===== config.mk =====
export PLATFORM = sky130hd
export DESIGN_NAME = tiny_pipe_top
export DESIGN_NICKNAME = d
export VERILOG_FILES = /design/src/logic/tiny_pipe_pkg.sv /design/src/logic/pipe_data.sv /design/src/logic/instr_decode.sv /design/src/logic/reg_file.sv /design/src/logic/exec_unit.sv /design/src/logic/pipe_ctrl.sv /design/src/logic/tiny_pipe_top.sv
export SDC_FILE = /design/constraint.sdc
export NUM_CORES = 1
export LEC_CHECK = 0
export ABC_AREA = 0
export ABC_CLOCK_PERIOD_IN_PS = 3500
export BUFFER_PORTS_ARGS = -buffer_cell sky130_fd_sc_hd__buf_4
export CORE_ASPECT_RATIO = 2
export CORE_MARGIN = 2
export CORE_UTILIZATION = 54
export CTS_CLUSTER_SIZE = 16
export DETAILED_ROUTE_END_ITERATION = 10
export GPL_TIMING_DRIVEN = 0
export PLACE_DENSITY = 0.76
export SETUP_SLACK_MARGIN = 0.05
export SYNTH_ARGS = -nofsm -noshare
export SYNTH_HDL_FRONTEND = slang
export SYNTH_SLANG_ARGS = --single-unit

===== constraint.sdc =====
create_clock -name clk -period 3.5 [get_ports clk]
set_clock_uncertainty 0.2 [all_clocks]
set_input_delay 0 -clock clk [delete_from_list [all_inputs] [get_ports clk]]
set_output_delay 0 -clock clk [all_outputs]
set_load 0.1 [all_outputs]

===== src/logic/tiny_pipe_pkg.sv =====
package tiny_pipe_pkg;

  // Datapath and register file geometry
  localparam int XLEN      = 8;
  localparam int NREGS     = 4;
  localparam int REG_IDX_W = $clog2(NREGS);

  // Instruction word layout, from msb down: op, rd, rs, rt, imm
  localparam int INSTR_W = 16;
  localparam int OP_W    = 2;
  localparam int IMM_W   = 8;
  localparam int RT_LSB  = IMM_W;
  localparam int RS_LSB  = RT_LSB + REG_IDX_W;
  localparam int RD_LSB  = RS_LSB + REG_IDX_W;
  localparam int OP_LSB  = RD_LSB + REG_IDX_W;

  typedef enum logic [OP_W-1:0] {
    OP_ADDI = 2'd0,
    OP_ADD  = 2'd1,
    OP_SUB  = 2'd2,
    OP_SKZ  = 2'd3
  } op_e;

  // Decoded instruction held in the EX stage register
  typedef struct packed {
    op_e                  op;
    logic [REG_IDX_W-1:0] rd;
    logic [REG_IDX_W-1:0] rs;
    logic [REG_IDX_W-1:0] rt;
    logic [IMM_W-1:0]     imm;
  } ex_payload_t;

  // Writeback target and value held in the WB stage register
  typedef struct packed {
    logic [REG_IDX_W-1:0] rd;
    logic [XLEN-1:0]      result;
  } wb_payload_t;

endpackage


===== src/logic/pipe_data.sv =====
module pipe_data #(
  parameter type T          = logic,
  parameter bit  RESET_REG  = 1'b0,
  parameter T    RESET_VAL  = '0,
  parameter bit  FLUSH_REG  = 1'b0,
  parameter T    FLUSH_VAL  = '0,
  parameter bit  BUBBLE_REG = 1'b0,
  parameter T    BUBBLE_VAL = '0
) (
  input  logic clk,
  input  logic rst_n,
  input  logic advance_i,
  input  logic flush_i,
  input  logic bubble_i,
  input  T     data_i,
  output T     data_o
);

  // Each kill event either forces its constant or just takes the input,
  // so payload registers need no extra mux in front of them
  always_ff @(posedge clk) begin
    if (!rst_n) begin
      data_o <= RESET_REG ? data_i : RESET_VAL;
    end else if (flush_i) begin
      data_o <= FLUSH_REG ? data_i : FLUSH_VAL;
    end else if (bubble_i) begin
      data_o <= BUBBLE_REG ? data_i : BUBBLE_VAL;
    end else if (advance_i) begin
      data_o <= data_i;
    end
  end

  // Controller must never ask for both kinds of kill in one cycle
  assert property (@(posedge clk) disable iff (!rst_n)
    !(flush_i && bubble_i))
  else $error("pipe_data: flush and bubble asserted together");

endmodule


===== src/logic/instr_decode.sv =====
module instr_decode
  import tiny_pipe_pkg::*;
(
  input  logic [INSTR_W-1:0]   instr_i,
  output op_e                  op_o,
  output logic [REG_IDX_W-1:0] rd_o,
  output logic [REG_IDX_W-1:0] rs_o,
  output logic [REG_IDX_W-1:0] rt_o,
  output logic [IMM_W-1:0]     imm_o
);

  // Field positions come from the package so the encoding lives in one place
  assign op_o  = op_e'(instr_i[OP_LSB +: OP_W]);
  assign rd_o  = instr_i[RD_LSB +: REG_IDX_W];
  assign rs_o  = instr_i[RS_LSB +: REG_IDX_W];
  assign rt_o  = instr_i[RT_LSB +: REG_IDX_W];

  // Immediate sits in the low bits
  assign imm_o = instr_i[IMM_W-1:0];

endmodule


===== src/logic/reg_file.sv =====
module reg_file
  import tiny_pipe_pkg::*;
(
  input  logic                 clk,
  input  logic                 rst_n,
  input  logic                 we_i,
  input  logic [REG_IDX_W-1:0] waddr_i,
  input  logic [XLEN-1:0]      wdata_i,
  input  logic [REG_IDX_W-1:0] raddr_a_i,
  input  logic [REG_IDX_W-1:0] raddr_b_i,
  output logic [XLEN-1:0]      rdata_a_o,
  output logic [XLEN-1:0]      rdata_b_o
);

  logic [XLEN-1:0] regs_q [NREGS];

  // Architectural state starts at zero
  always_ff @(posedge clk) begin
    if (!rst_n) begin
      for (int i = 0; i < NREGS; i++) begin
        regs_q[i] <= '0;
      end
    end else if (we_i) begin
      regs_q[waddr_i] <= wdata_i;
    end
  end

  // Reads show the value before this cycle's write
  assign rdata_a_o = regs_q[raddr_a_i];
  assign rdata_b_o = regs_q[raddr_b_i];

endmodule


===== src/logic/exec_unit.sv =====
module exec_unit
  import tiny_pipe_pkg::*;
(
  input  logic                 ex_valid_i,
  input  op_e                  op_i,
  input  logic [REG_IDX_W-1:0] rs_i,
  input  logic [REG_IDX_W-1:0] rt_i,
  input  logic [IMM_W-1:0]     imm_i,
  input  logic [XLEN-1:0]      rdata_a_i,
  input  logic [XLEN-1:0]      rdata_b_i,
  input  logic                 wb_valid_i,
  input  logic [REG_IDX_W-1:0] wb_rd_i,
  input  logic [XLEN-1:0]      wb_data_i,
  output logic [XLEN-1:0]      result_o,
  output logic                 writes_o,
  output logic                 skip_taken_o
);

  logic [XLEN-1:0] opnd_a;
  logic [XLEN-1:0] opnd_b;
  logic            fwd_a;
  logic            fwd_b;

  // WB writes the register file at the end of this cycle, so forward it
  assign fwd_a  = wb_valid_i && (wb_rd_i == rs_i);
  assign fwd_b  = wb_valid_i && (wb_rd_i == rt_i);
  assign opnd_a = fwd_a ? wb_data_i : rdata_a_i;
  assign opnd_b = fwd_b ? wb_data_i : rdata_b_i;

  always_comb begin
    case (op_i)
      OP_ADDI: result_o = opnd_a + XLEN'(imm_i);
      OP_ADD:  result_o = opnd_a + opnd_b;
      OP_SUB:  result_o = opnd_a - opnd_b;
      default: result_o = '0;
    endcase
  end

  // SKZ only steers control flow
  assign writes_o = (op_i != OP_SKZ);

  // Skip test uses the forwarded operand too
  assign skip_taken_o = ex_valid_i && (op_i == OP_SKZ) && (opnd_a == '0);

endmodule


===== src/logic/pipe_ctrl.sv =====
module pipe_ctrl (
  input  logic clk,
  input  logic rst_n,
  input  logic hold_i,
  input  logic instr_valid_i,
  input  logic ex_valid_i,
  input  logic id_valid_i,
  input  logic skip_taken_i,
  output logic id_advance_o,
  output logic id_flush_o,
  output logic id_bubble_o,
  output logic ex_advance_o,
  output logic ex_bubble_o,
  output logic wb_advance_o,
  output logic wb_bubble_o
);

  logic skip_pending_q;
  logic skip_go;
  logic skip_arm;

  // SKZ acts only on the cycle it leaves EX
  assign skip_go = skip_taken_i && ex_valid_i && !hold_i;

  // Victim is either in ID now or is the next strobe to arrive
  assign skip_arm = skip_pending_q || (skip_go && !id_valid_i);

  always_ff @(posedge clk) begin
    if (!rst_n) begin
      skip_pending_q <= 1'b0;
    end else begin
      skip_pending_q <= skip_arm && !instr_valid_i;
    end
  end

  assign id_advance_o = !hold_i;
  assign ex_advance_o = !hold_i;
  assign wb_advance_o = !hold_i;

  // Victim in ID gets replaced by a bubble on its way into EX
  assign ex_bubble_o = skip_go && id_valid_i;

  // ID is emptied outright when no new strobe refills it
  assign id_flush_o  = skip_go && id_valid_i && !instr_valid_i;

  // Incoming victim strobe is captured as a bubble
  assign id_bubble_o = skip_arm && instr_valid_i;

  // Hold freezes ID and EX, so WB must not repeat its last entry
  assign wb_bubble_o = hold_i;

  assert property (@(posedge clk) disable iff (!rst_n)
    hold_i |-> !instr_valid_i)
  else $error("pipe_ctrl: instruction strobe during hold");

  // A pending skip means ID was empty, so EX stays empty until the victim
  assert property (@(posedge clk) disable iff (!rst_n)
    skip_pending_q |-> !ex_valid_i)
  else $error("pipe_ctrl: EX valid while a skip is pending");

endmodule


===== src/logic/tiny_pipe_top.sv =====
module tiny_pipe_top
  import tiny_pipe_pkg::*;
(
  input  logic                 clk,
  input  logic                 rst_n,
  input  logic                 instr_valid_i,
  input  logic [INSTR_W-1:0]   instr_i,
  input  logic                 hold_i,
  output logic                 wb_valid_o,
  output logic [REG_IDX_W-1:0] wb_rd_o,
  output logic [XLEN-1:0]      wb_data_o
);

  logic id_advance;
  logic id_flush;
  logic id_bubble;
  logic ex_advance;
  logic ex_bubble;
  logic wb_advance;
  logic wb_bubble;

  logic               id_valid;
  logic [INSTR_W-1:0] id_instr;
  logic               ex_valid;
  ex_payload_t        ex_d;
  ex_payload_t        ex_q;
  logic               wb_valid;
  wb_payload_t        wb_d;
  wb_payload_t        wb_q;

  op_e                  dec_op;
  logic [REG_IDX_W-1:0] dec_rd;
  logic [REG_IDX_W-1:0] dec_rs;
  logic [REG_IDX_W-1:0] dec_rt;
  logic [IMM_W-1:0]     dec_imm;

  logic [XLEN-1:0] rdata_a;
  logic [XLEN-1:0] rdata_b;
  logic [XLEN-1:0] ex_result;
  logic            ex_writes;
  logic            skip_taken;

  pipe_ctrl u_pipe_ctrl (
    .clk          (clk),
    .rst_n        (rst_n),
    .hold_i       (hold_i),
    .instr_valid_i(instr_valid_i),
    .ex_valid_i   (ex_valid),
    .id_valid_i   (id_valid),
    .skip_taken_i (skip_taken),
    .id_advance_o (id_advance),
    .id_flush_o   (id_flush),
    .id_bubble_o  (id_bubble),
    .ex_advance_o (ex_advance),
    .ex_bubble_o  (ex_bubble),
    .wb_advance_o (wb_advance),
    .wb_bubble_o  (wb_bubble)
  );

  // ID stage holds the raw instruction word
  pipe_data #(.T(logic)) u_id_valid (
    .clk(clk), .rst_n(rst_n), .advance_i(id_advance), .flush_i(id_flush),
    .bubble_i(id_bubble), .data_i(instr_valid_i), .data_o(id_valid)
  );

  pipe_data #(
    .T(logic [INSTR_W-1:0]), .RESET_REG(1'b1), .FLUSH_REG(1'b1), .BUBBLE_REG(1'b1)
  ) u_id_data (
    .clk(clk), .rst_n(rst_n), .advance_i(id_advance), .flush_i(id_flush),
    .bubble_i(id_bubble), .data_i(instr_i), .data_o(id_instr)
  );

  instr_decode u_instr_decode (
    .instr_i(id_instr),
    .op_o   (dec_op),
    .rd_o   (dec_rd),
    .rs_o   (dec_rs),
    .rt_o   (dec_rt),
    .imm_o  (dec_imm)
  );

  assign ex_d = '{op: dec_op, rd: dec_rd, rs: dec_rs, rt: dec_rt, imm: dec_imm};

  // EX stage never flushes itself, skips reach it as bubbles
  pipe_data #(.T(logic)) u_ex_valid (
    .clk(clk), .rst_n(rst_n), .advance_i(ex_advance), .flush_i(1'b0),
    .bubble_i(ex_bubble), .data_i(id_valid && !id_flush), .data_o(ex_valid)
  );

  pipe_data #(
    .T(ex_payload_t), .RESET_REG(1'b1), .FLUSH_REG(1'b1), .BUBBLE_REG(1'b1)
  ) u_ex_data (
    .clk(clk), .rst_n(rst_n), .advance_i(ex_advance), .flush_i(1'b0),
    .bubble_i(ex_bubble), .data_i(ex_d), .data_o(ex_q)
  );

  reg_file u_reg_file (
    .clk      (clk),
    .rst_n    (rst_n),
    .we_i     (wb_valid),
    .waddr_i  (wb_q.rd),
    .wdata_i  (wb_q.result),
    .raddr_a_i(ex_q.rs),
    .raddr_b_i(ex_q.rt),
    .rdata_a_o(rdata_a),
    .rdata_b_o(rdata_b)
  );

  exec_unit u_exec_unit (
    .ex_valid_i  (ex_valid),
    .op_i        (ex_q.op),
    .rs_i        (ex_q.rs),
    .rt_i        (ex_q.rt),
    .imm_i       (ex_q.imm),
    .rdata_a_i   (rdata_a),
    .rdata_b_i   (rdata_b),
    .wb_valid_i  (wb_valid),
    .wb_rd_i     (wb_q.rd),
    .wb_data_i   (wb_q.result),
    .result_o    (ex_result),
    .writes_o    (ex_writes),
    .skip_taken_o(skip_taken)
  );

  assign wb_d = '{rd: ex_q.rd, result: ex_result};

  // Only register writers occupy WB
  pipe_data #(.T(logic)) u_wb_valid (
    .clk(clk), .rst_n(rst_n), .advance_i(wb_advance), .flush_i(1'b0),
    .bubble_i(wb_bubble), .data_i(ex_valid && ex_writes), .data_o(wb_valid)
  );

  pipe_data #(
    .T(wb_payload_t), .RESET_REG(1'b1), .FLUSH_REG(1'b1), .BUBBLE_REG(1'b1)
  ) u_wb_data (
    .clk(clk), .rst_n(rst_n), .advance_i(wb_advance), .flush_i(1'b0),
    .bubble_i(wb_bubble), .data_i(wb_d), .data_o(wb_q)
  );

  assign wb_valid_o = wb_valid;
  assign wb_rd_o    = wb_q.rd;
  assign wb_data_o  = wb_q.result;

endmodule


## Word-level counts from Yosys, hierarchy flattened

Memories as Yosys holds them, arrays and structs flattened. A register that Yosys moved wholly into a read port is not among the register bits.
Index checks and enable logic that the tools add are counted.

- Register bits after elaboration: 46
- Bits in latches: 0
- Memory bits (writable): 32
- Bits in read-only memories: 0
- Bits of input ports: 20
- Output and inout bits: 11
- Word-level logic and storage cells: 68
- Memories kept: 1

Memories:

| memory | depth | width | read ports | clocked after Yosys merged registers in | write ports | RTL line | source |
|---|---|---|---|---|---|---|---|
| u_reg_file.regs_q | 4 | 8 | 2 | 2 | 4 | reg_file.sv:15 | `logic [XLEN-1:0] regs_q [NREGS];` |

- Add/subtract/negate cells: 3
- Multiply operators: 0
- Div/mod/pow operators: 0
- $lt $le $gt $ge: 0
- Eq/ne operators: 8
- Shift-type cells: 0
- Mux-type cells: 19
- Bitwise logic cells: 1
- Reductions and logical operators: 24

Operators with widths:

| cell | number |
|---|---|
| 16-bit two-way mux | 7 |
| 8-bit two-way mux | 3 |
| 8-bit case mux with 3 select lines | 1 |
| 8-bit adder | 2 |
| 1-bit logical AND | 13 |
| 8-bit logical NOT | 1 |
| 8-bit OR reduction | 1 |
| 8-bit subtractor | 1 |
| 2-bit two-way mux | 3 |
| 1-bit two-way mux | 5 |
| 2-bit == test | 2 |
| 2-bit == test, second input constant | 2 |
| 1-bit logical NOT | 4 |
| 4-bit by 2-bit != test with 1-bit output, second input constant | 1 |
| 2-bit OR reduction | 2 |
| 3-bit by 2-bit != test with 1-bit output, second input constant | 1 |
| 3-bit OR reduction | 1 |
| 2-bit by 1-bit == test with 1-bit output, second input constant | 1 |
| 2-bit logical NOT | 1 |
| 2-bit != test, second input constant | 1 |
| 1-bit logical OR | 1 |
| 1-bit inverter | 1 |

## Depth between registers and ports, before layout

Gate-level depths: netlist of the first run.

- Word-level depth: 13
- Mapped depth: 17
- Mapped depth without buffers: 15

## By module

Synthesis of the first run repeated with hierarchy kept, for this count alone.

- Cell total of the unflattened synthesis: 335
- Area total of the unflattened synthesis: 4374.2 sq um

Modules (own cells, without submodules):

| module | times used | cells an instance | area an instance (sq um) | sequential area each (sq um) |
|---|---|---|---|---|
| reg_file | 1 | 97 | 1634.1 | 960.9 |
| exec_unit | 1 | 153 | 1071.0 | 0.0 |
| pipe_data at u_ex_data ... | 2 | 17 | 490.5 | 480.5 |
| pipe_data at u_wb_data | 1 | 11 | 310.3 | 300.3 |
| pipe_data at u_ex_valid ... | 3 | 3 | 45.0 | 20.0 |
| instr_decode | 1 | 16 | 120.1 | 0.0 |
| pipe_ctrl | 1 | 12 | 98.8 | 20.0 |
| tiny_pipe_top | 1 | 3 | 23.8 | 0.0 |

## Worst setup path before layout of the first run

No wires, ideal clock.

- Kind: register to register
- Start: reg u_wb_data.data_o[9] (netlist bit)
- End: reg u_wb_data.data_o[7] (netlist bit)
- Library setup time: 0.059 ns
- Arrival: 4.125 ns
- Required time: 3.241 ns
- Path slack: -0.884 ns
- Stages on the path, launching flop included: 17
- Buffers on the path: 2
- Clock period less this slack: 4.384 ns
- Cells stage by stage: dfxtp_1 > buf_2 > xnor2_2 > nand3_1 > buf_6 > mux2i_1 > ha_1 > nand3_1 > xnor2_1 > a211o_1 > o21ai_0 > ha_1 > and2_1 > a311oi_1 > nor4_1 > or4_1 > nand2_1

- Longest elaborated chain between the ends: 5
- Elaborated cells on any way between the ends: 10
- Classes of those cells: add/sub (3); eq/ne (2); mux (3); reduce/logical (2)

RTL lines:

| element | RTL line | source |
|---|---|---|
| start: declaration | pipe_data.sv:16 | `output T data_o` |
| start signal: assignment | pipe_data.sv:23 | `data_o <= RESET_REG ? data_i : RESET_VAL;` |
| start signal: assignment | pipe_data.sv:25 | `data_o <= FLUSH_REG ? data_i : FLUSH_VAL;` |
| start signal: assignment | pipe_data.sv:27 | `data_o <= BUBBLE_REG ? data_i : BUBBLE_VAL;` |
| 2-bit == test (on tied branches) | exec_unit.sv:25, exec_unit.sv:26 |  |
| 1-bit logical AND (on tied branches) | exec_unit.sv:25, exec_unit.sv:26 |  |
| 8-bit two-way mux (on tied branches) | exec_unit.sv:27, exec_unit.sv:28 |  |
| 8-bit subtractor (tied with other cells) | exec_unit.sv:34 | `OP_SUB: result_o = opnd_a - opnd_b;` |
| 8-bit case mux with 3 select lines (*) | exec_unit.sv:31 | `case (op_i)` |

Mark *: on every way between the ends. The rest lies on a longest branch, timed or not.
A chain may end at the register's enable or synchronous reset.

==> impl_metrics.ini, run 1 <==
[logic_synthesis]
synth_edf_count = 64
netlist_area_um2 = 4240
syn_nets = 352
ys_async_sr_fraction_pct = 0
yosys_warnings = 0
synth-seq-cells = 82
synth_cell_type_count = 56
synth_ff_type = edfxtp_1
synth.avg_cell_area_um2 = 13.3
synth_seq_area_share_pct = 53.9
syn_inst = 318

[sta]
setup_viol = 2
maxSlewHeadroom_pct = 16.0
hold_viol_final = 0
drv_slew = 0
fin_ws_ns = -0.162
worst_pin_slew_ns = 1.25
fmax_ghz = 0.273
rsz0062_at_grt = true
post-route-period-util_pct = 105
min_period_ns = 3.66

[clocking]
cts.sinks = 82
cts_tree = yes
path_clk_slew_ns = 0.06
htree_levels = 3
clock_tree.buffer_depth = 2
root_buffer = clkbuf_16
clkLatencyLatePin_ns = 0.35
cts_made_buffers = 9

[pwr]
irDropWorstVdd_mv = 0.579
power.density_nw_per_um2 = 649
static-leakage-power_nw = 2.14
finalPower_mw = 3.49

[setup_path]
cp_max_fo = 7
path_class = reg -> reg
crit_family = simple AND/OR/NAND/NOR gates
arrival_ns = 3.74
cp_num_buf_inv = 1
r2r.worst_path.cells = 14
endpoint_kind = register
cp_cell_sequence = buf_8 > mux4_2 > nor3_2 > mux2i_2 > a21oi_1 > xor2_1 > o2bb2ai_2 > o21ai_1 > ha_2 > or3_4 > a311oi_4 > nor4_2 > or4_1 > nand2_1
r2r_slack_ns = -0.16
critPathLaunchType = register
cp.depth = 14
required_ns = 3.58
slowest_delay_ns = 0.56
cp_slowest_cell = mux4_2

[finish]
drive_gt1_share_pct = 31.5
area_growth_syn_to_layout_pct = 27.1
final_cell_area_um2 = 5390
n_fill_cell = 485
seq_area_um2 = 2290
diodes = 0
finalNetCount = 429
multi_input_area_um2 = 1970

[grt]
grt_pass1_wl_mm = 14.9
grt.total_usage_pct = 24.8
overflow = 0
first_global_vias = 2983
grt_antenna_before_repair = 0
grt_max_degree = 23

[floorplanning]
die_h_um = 129
die_x_um = 66.6
row_count = 45
core_um2 = 7600
die_area_um2 = 8620
initial_utilization_pct = 55.8
ios = 31

[routing]
postRouteAntennaNets = 0
via_count = 2885
drtIter0Drc = 169
vias_per_cell = 5.84
post_drt_wl_per_cell_um = 19.5
drt_first_pass_iters = 4
drc = 0
finalWirelength_mm = 9.62

[hold_path]
hp-class = in -> reg
hold_path_depth = 4

[run_status]
status = finished, violations left
violations = setup timing

[place]
place_congestion = 0.903
place_hpwl_mm = 6.59
placement.io_buffers = 29
dpl_cell_area_um2 = 4640

[flow_run]
max_cap_viol_count = 0
[cell type report]
class	count	area share [%]
clock buffers	12	4.58
inverters	10	0.697
clock inverters	4	0.976
multi-input cells	213	36.6
well taps	94	2.18
flip-flops and latches	82	42.6
repair buffers	66	10.5
plain buffers	13	1.93
[where the power goes]
part	switching, mW	internal, mW	total, mW	leakage, nW
Sequential	0.165	1.17	1.33	0.808
Combinational	0.737	0.469	1.21	1.18
Clock	0.381	0.574	0.955	0.147
[final timing paths]
path / startpoint / end
setup / recovery: register / u_wb_data.data_o[7]
hold / removal: rst_n / u_id_valid.data_o
setup reg to reg: register / u_wb_data.data_o[7]
hold reg to reg: u_ex_data.data_o[13] / u_wb_data.data_o[9]
[cells by family (layout without fill, tap and decap cells)]
group	count (synthesis)	count (layout)	synth area share (%)
xor gates and xnor gates	20	20	4.49
buffers and inverters	23	105	2.75
muxes	36	36	14.2
AOI/OAI and AO/OA	40	40	6.79
and+or+nand+nor	103	103	13.6
adders and majority gates	14	14	4.31
DFF	82	82	53.9
[flip-flops by register name (all words and copies together) (netlist names), named ones only]
signal                      count
u_wb_data.data_o               10
u_ex_valid.data_o               1
u_ex_data.data_o               16
u_reg_file.regs_q              32
u_id_data.data_o               16
u_wb_valid.data_o               1
u_id_valid.data_o               1
u_pipe_ctrl.skip_pending_q      1
[metal layers]
layer | track usage [%] | vias to the layer above | part of all wire, %
li1 | - | 1350 | -
met5 | 0 | - | 0
met1 | 25.8 | 1400 | 34
met2 | 43.5 | 101 | 56
met4 | 17.0 | 0 | 5.8
met3 | 4.95 | 34 | 4.0
[timing repair]
action,4_1_cts,5_1_grt
resized for setup,19,10
setup endpoints to repair,3,3
gates cloned,0,1
endpoints found under the hold margin,20,0
pin swaps,21,15
setup buffers,9,8
hold buffers,19,0
[stage by stage]
stage          utilization, %  hold slack [ns]  TNS [ns]  cells  worst slack, ns
6_report                 70.9           0.0533    -0.221    494           -0.162
2_1_floorplan               -           -0.132    -0.113    318           -0.113
3_5_place_dp             61.0          -0.0207    -0.781    441           -0.385
4_1_cts                  69.1          0.00754    -0.243    485           -0.144
3_3_place_gp             61.0          -0.0221    -0.558    441           -0.317
5_1_grt                  70.9           0.0658    -0.531    494           -0.326
[cell usage after synthesis (all sizes together) (9+ instances only)]
cell type  instances  share of area [%]
and2              26                3.8
and3               9                1.3
dfxtp             18                8.5
edfxtp            64                 45
ha                13                3.8
inv               10               0.89
mux2              12                3.3
mux4              16                8.9
nand2             15                1.3
nor2              16                1.5
nor3              11                1.4
xnor2             11                2.6
xor2               9                1.9
[worst register-to-register path, stage by stage, from the launching register on]
cell       delay (ns)
dfxtp_2          0.33
buf_8            0.14
mux4_2           0.56
nor3_2           0.21
mux2i_2          0.10
a21oi_1          0.15
xor2_1           0.18
o2bb2ai_2        0.14
o21ai_1          0.09
ha_2             0.21
or3_4            0.37
a311oi_4         0.32
nor4_2           0.07
or4_1            0.41
nand2_1          0.10
[cells in the final DEF, fill, tap and decap left out, types with 3 or more instances in the layout]
cell           netlist  final
a21o_1               6      6
dfxtp_1             18     14
and2_1              26     25
clkbuf_1             5      7
ha_1                13     10
xor2_1               9      9
o211ai_1             4      4
clkbuf_16            0     10
a21oi_1              8      7
and3_1               9      9
nor3_1              10     10
nor2_1              15     15
buf_4                1     46
buf_6                3      4
edfxtp_1            64     64
inv_1               10     10
nor3b_1              3      3
mux2_2              11     11
nand3_1              5      4
xnor2_1              9      9
dlygate4sd3_1        0     19
nand2b_1             3      3
o21ai_1              0      5
mux2i_1              7      4
mux2i_4              0      3
mux4_2              11     14
nand2_1             15     15
(Power assumes the default switching activity.)
==> inputs of run 2 (changes only) <==
--- a/config.mk
+++ b/config.mk
@@ -13,2 +13,3 @@
 export CORE_UTILIZATION = 54
+export CTS_BUF_LIST = sky130_fd_sc_hd__clkbuf_16
 export CTS_CLUSTER_SIZE = 16
--- a/constraint.sdc
+++ b/constraint.sdc
@@ -4,2 +4,2 @@
 set_output_delay 0 -clock clk [all_outputs]
-set_load 0.1 [all_outputs]
+set_load 0.01 [all_outputs]
==> run 2 against run 1 <==
The flow still finishes with violations (setup timing). Setup slack got worse by 0.20 ns. Clock power fell by 2.9%. Register-to-register slack got worse by 0.20 ns. Sequential power barely moved. Worst hold slack got worse by 0.0063 ns. Final area rose by 0.95%. Combinational power fell by 23%. Die area did not move.
==> impl_metrics.ini, run 2 (synthesis gave the netlist of run 1 again) <==
[routing]
drc = 0
drt_first_pass_iters = 4
postRouteAntennaNets = 0
drtIter0Drc = 178
vias_per_cell = 5.90
via_count = 2924
finalWirelength_mm = 10.1
post_drt_wl_per_cell_um = 20.4

[floorplanning]
initial_utilization_pct = 55.8
die_area_um2 = 8620
die_x_um = 66.6
row_count = 45
core_um2 = 7600
die_h_um = 129
ios = 31

[setup_path]
arrival_ns = 3.93
crit_family = simple AND/OR/NAND/NOR gates
cp_num_buf_inv = 2
cp_cell_sequence = buf_8 > buf_6 > mux4_2 > a31oi_1 > a22o_2 > nand3_2 > xor2_1 > a221o_1 > o21ai_2 > ha_2 > or3_4 > a311oi_4 > nor4_2 > or4_1 > nand2_2
cp_max_fo = 8
required_ns = 3.57
critPathLaunchType = register
endpoint_kind = register
path_class = reg -> reg
cp.depth = 15
slowest_delay_ns = 0.55
r2r.worst_path.cells = 15
cp_slowest_cell = mux4_2

[clocking]
cts.sinks = 82
cts_tree = yes
cts_made_buffers = 9
path_clk_slew_ns = 0.06
clock_tree.buffer_depth = 2
htree_levels = 3
clkLatencyLatePin_ns = 0.34
root_buffer = clkbuf_16

[pwr]
static-leakage-power_nw = 2.15
power.density_nw_per_um2 = 587
irDropWorstVdd_mv = 0.478

[sta]
post-route-period-util_pct = 110
hold_viol_final = 0
drv_slew = 0
setup_viol = 2
tns_ns = -0.534
hold_slack_ns = 0.0470
min_period_ns = 3.86
fin_ws_ns = -0.358
worst_pin_slew_ns = 1.10
fmax_ghz = 0.259
maxSlewHeadroom_pct = 26.2
rsz0062_at_grt = true

[grt]
overflow = 0
grt_max_degree = 23
grt.total_usage_pct = 25.2
grt_antenna_before_repair = 0
first_global_vias = 2974
grt_pass1_wl_mm = 15.3

[finish]
diodes = 0
utilization_pct = 71.5
layout_common_cells = 64 x edfxtp_1, 47 x buf_4, 25 x and2_1
finalNetCount = 431
reg.largest.list = u_reg_file.regs_q: 32 flops, u_ex_data.data_o: 16 flops, u_id_data.data_o: 16 flops
top_register = u_reg_file.regs_q
drive_gt1_share_pct = 32.8
layout_commonest_cell = edfxtp_1
area_growth_syn_to_layout_pct = 28.3
largest_reg_flops = 32

[place]
place_congestion = 0.866
placement.io_buffers = 29
place_hpwl_mm = 6.66

[flow_run]
max_cap_viol_count = 0

[run_status]
violations = setup timing
status = finished, violations left

[hold_path]
hp-class = in -> reg
hold_path_depth = 2
==> run 2: report_power, final <==
part           total (mW)  switching, mW  internal [mW]
Sequential           1.33          0.168           1.17
Clock               0.927          0.376          0.552
Combinational       0.928          0.448          0.480
==> run 2: worst paths after layout <==
check                                          start                      end  slack (ns)
worst max-delay path                        register      u_wb_data.data_o[7]       -0.36
worst min register to register  u_ex_data.data_o[12]      u_wb_data.data_o[8]        0.15
worst min-delay path                           rst_n  u_reg_file.regs_q[3][7]        0.05
worst max register to register              register      u_wb_data.data_o[7]       -0.36
==> run 2: area by class of cell <==
cell class,instances,area (µm²)
sequential,82,2280
fill,524,2160
multi-input combinational,213,2010
timing repair buffer,68,599
clock buffer,9,225
tap,94,118
buffer,13,96.3
clock inverter,7,68.8
inverter,10,37.5
==> run 2: per-layer routing <==
metal  GRT usage, %  part of all wire [%]
met1           26.2                    34
met2           46.6                    56
met3           4.69                   4.6
met4           13.0                   5.3
met5              0                     0
==> run 2: what timing repair did <==
item,4_1_cts,5_1_grt
pin swaps,12,31
gates resized for setup,13,29
hold endpoints to repair,20,0
hold buffers,19,0
buffers inserted,6,14
endpoints found under the setup margin,3,4
gates cloned,0,1
==> run 2: per-stage QoR <==
step                      cell area (µm²)  setup WS, ns  total power [mW]  cells
after floorplan                      4260        0.0818              1.78    318
after global placement               4590        -0.232              2.04    441
after detailed placement             4590        -0.329              2.07    441
after CTS                            5160        -0.240              3.07    482
after global routing                 5440        -0.526              3.33    496
final                                5440        -0.358              3.19    496
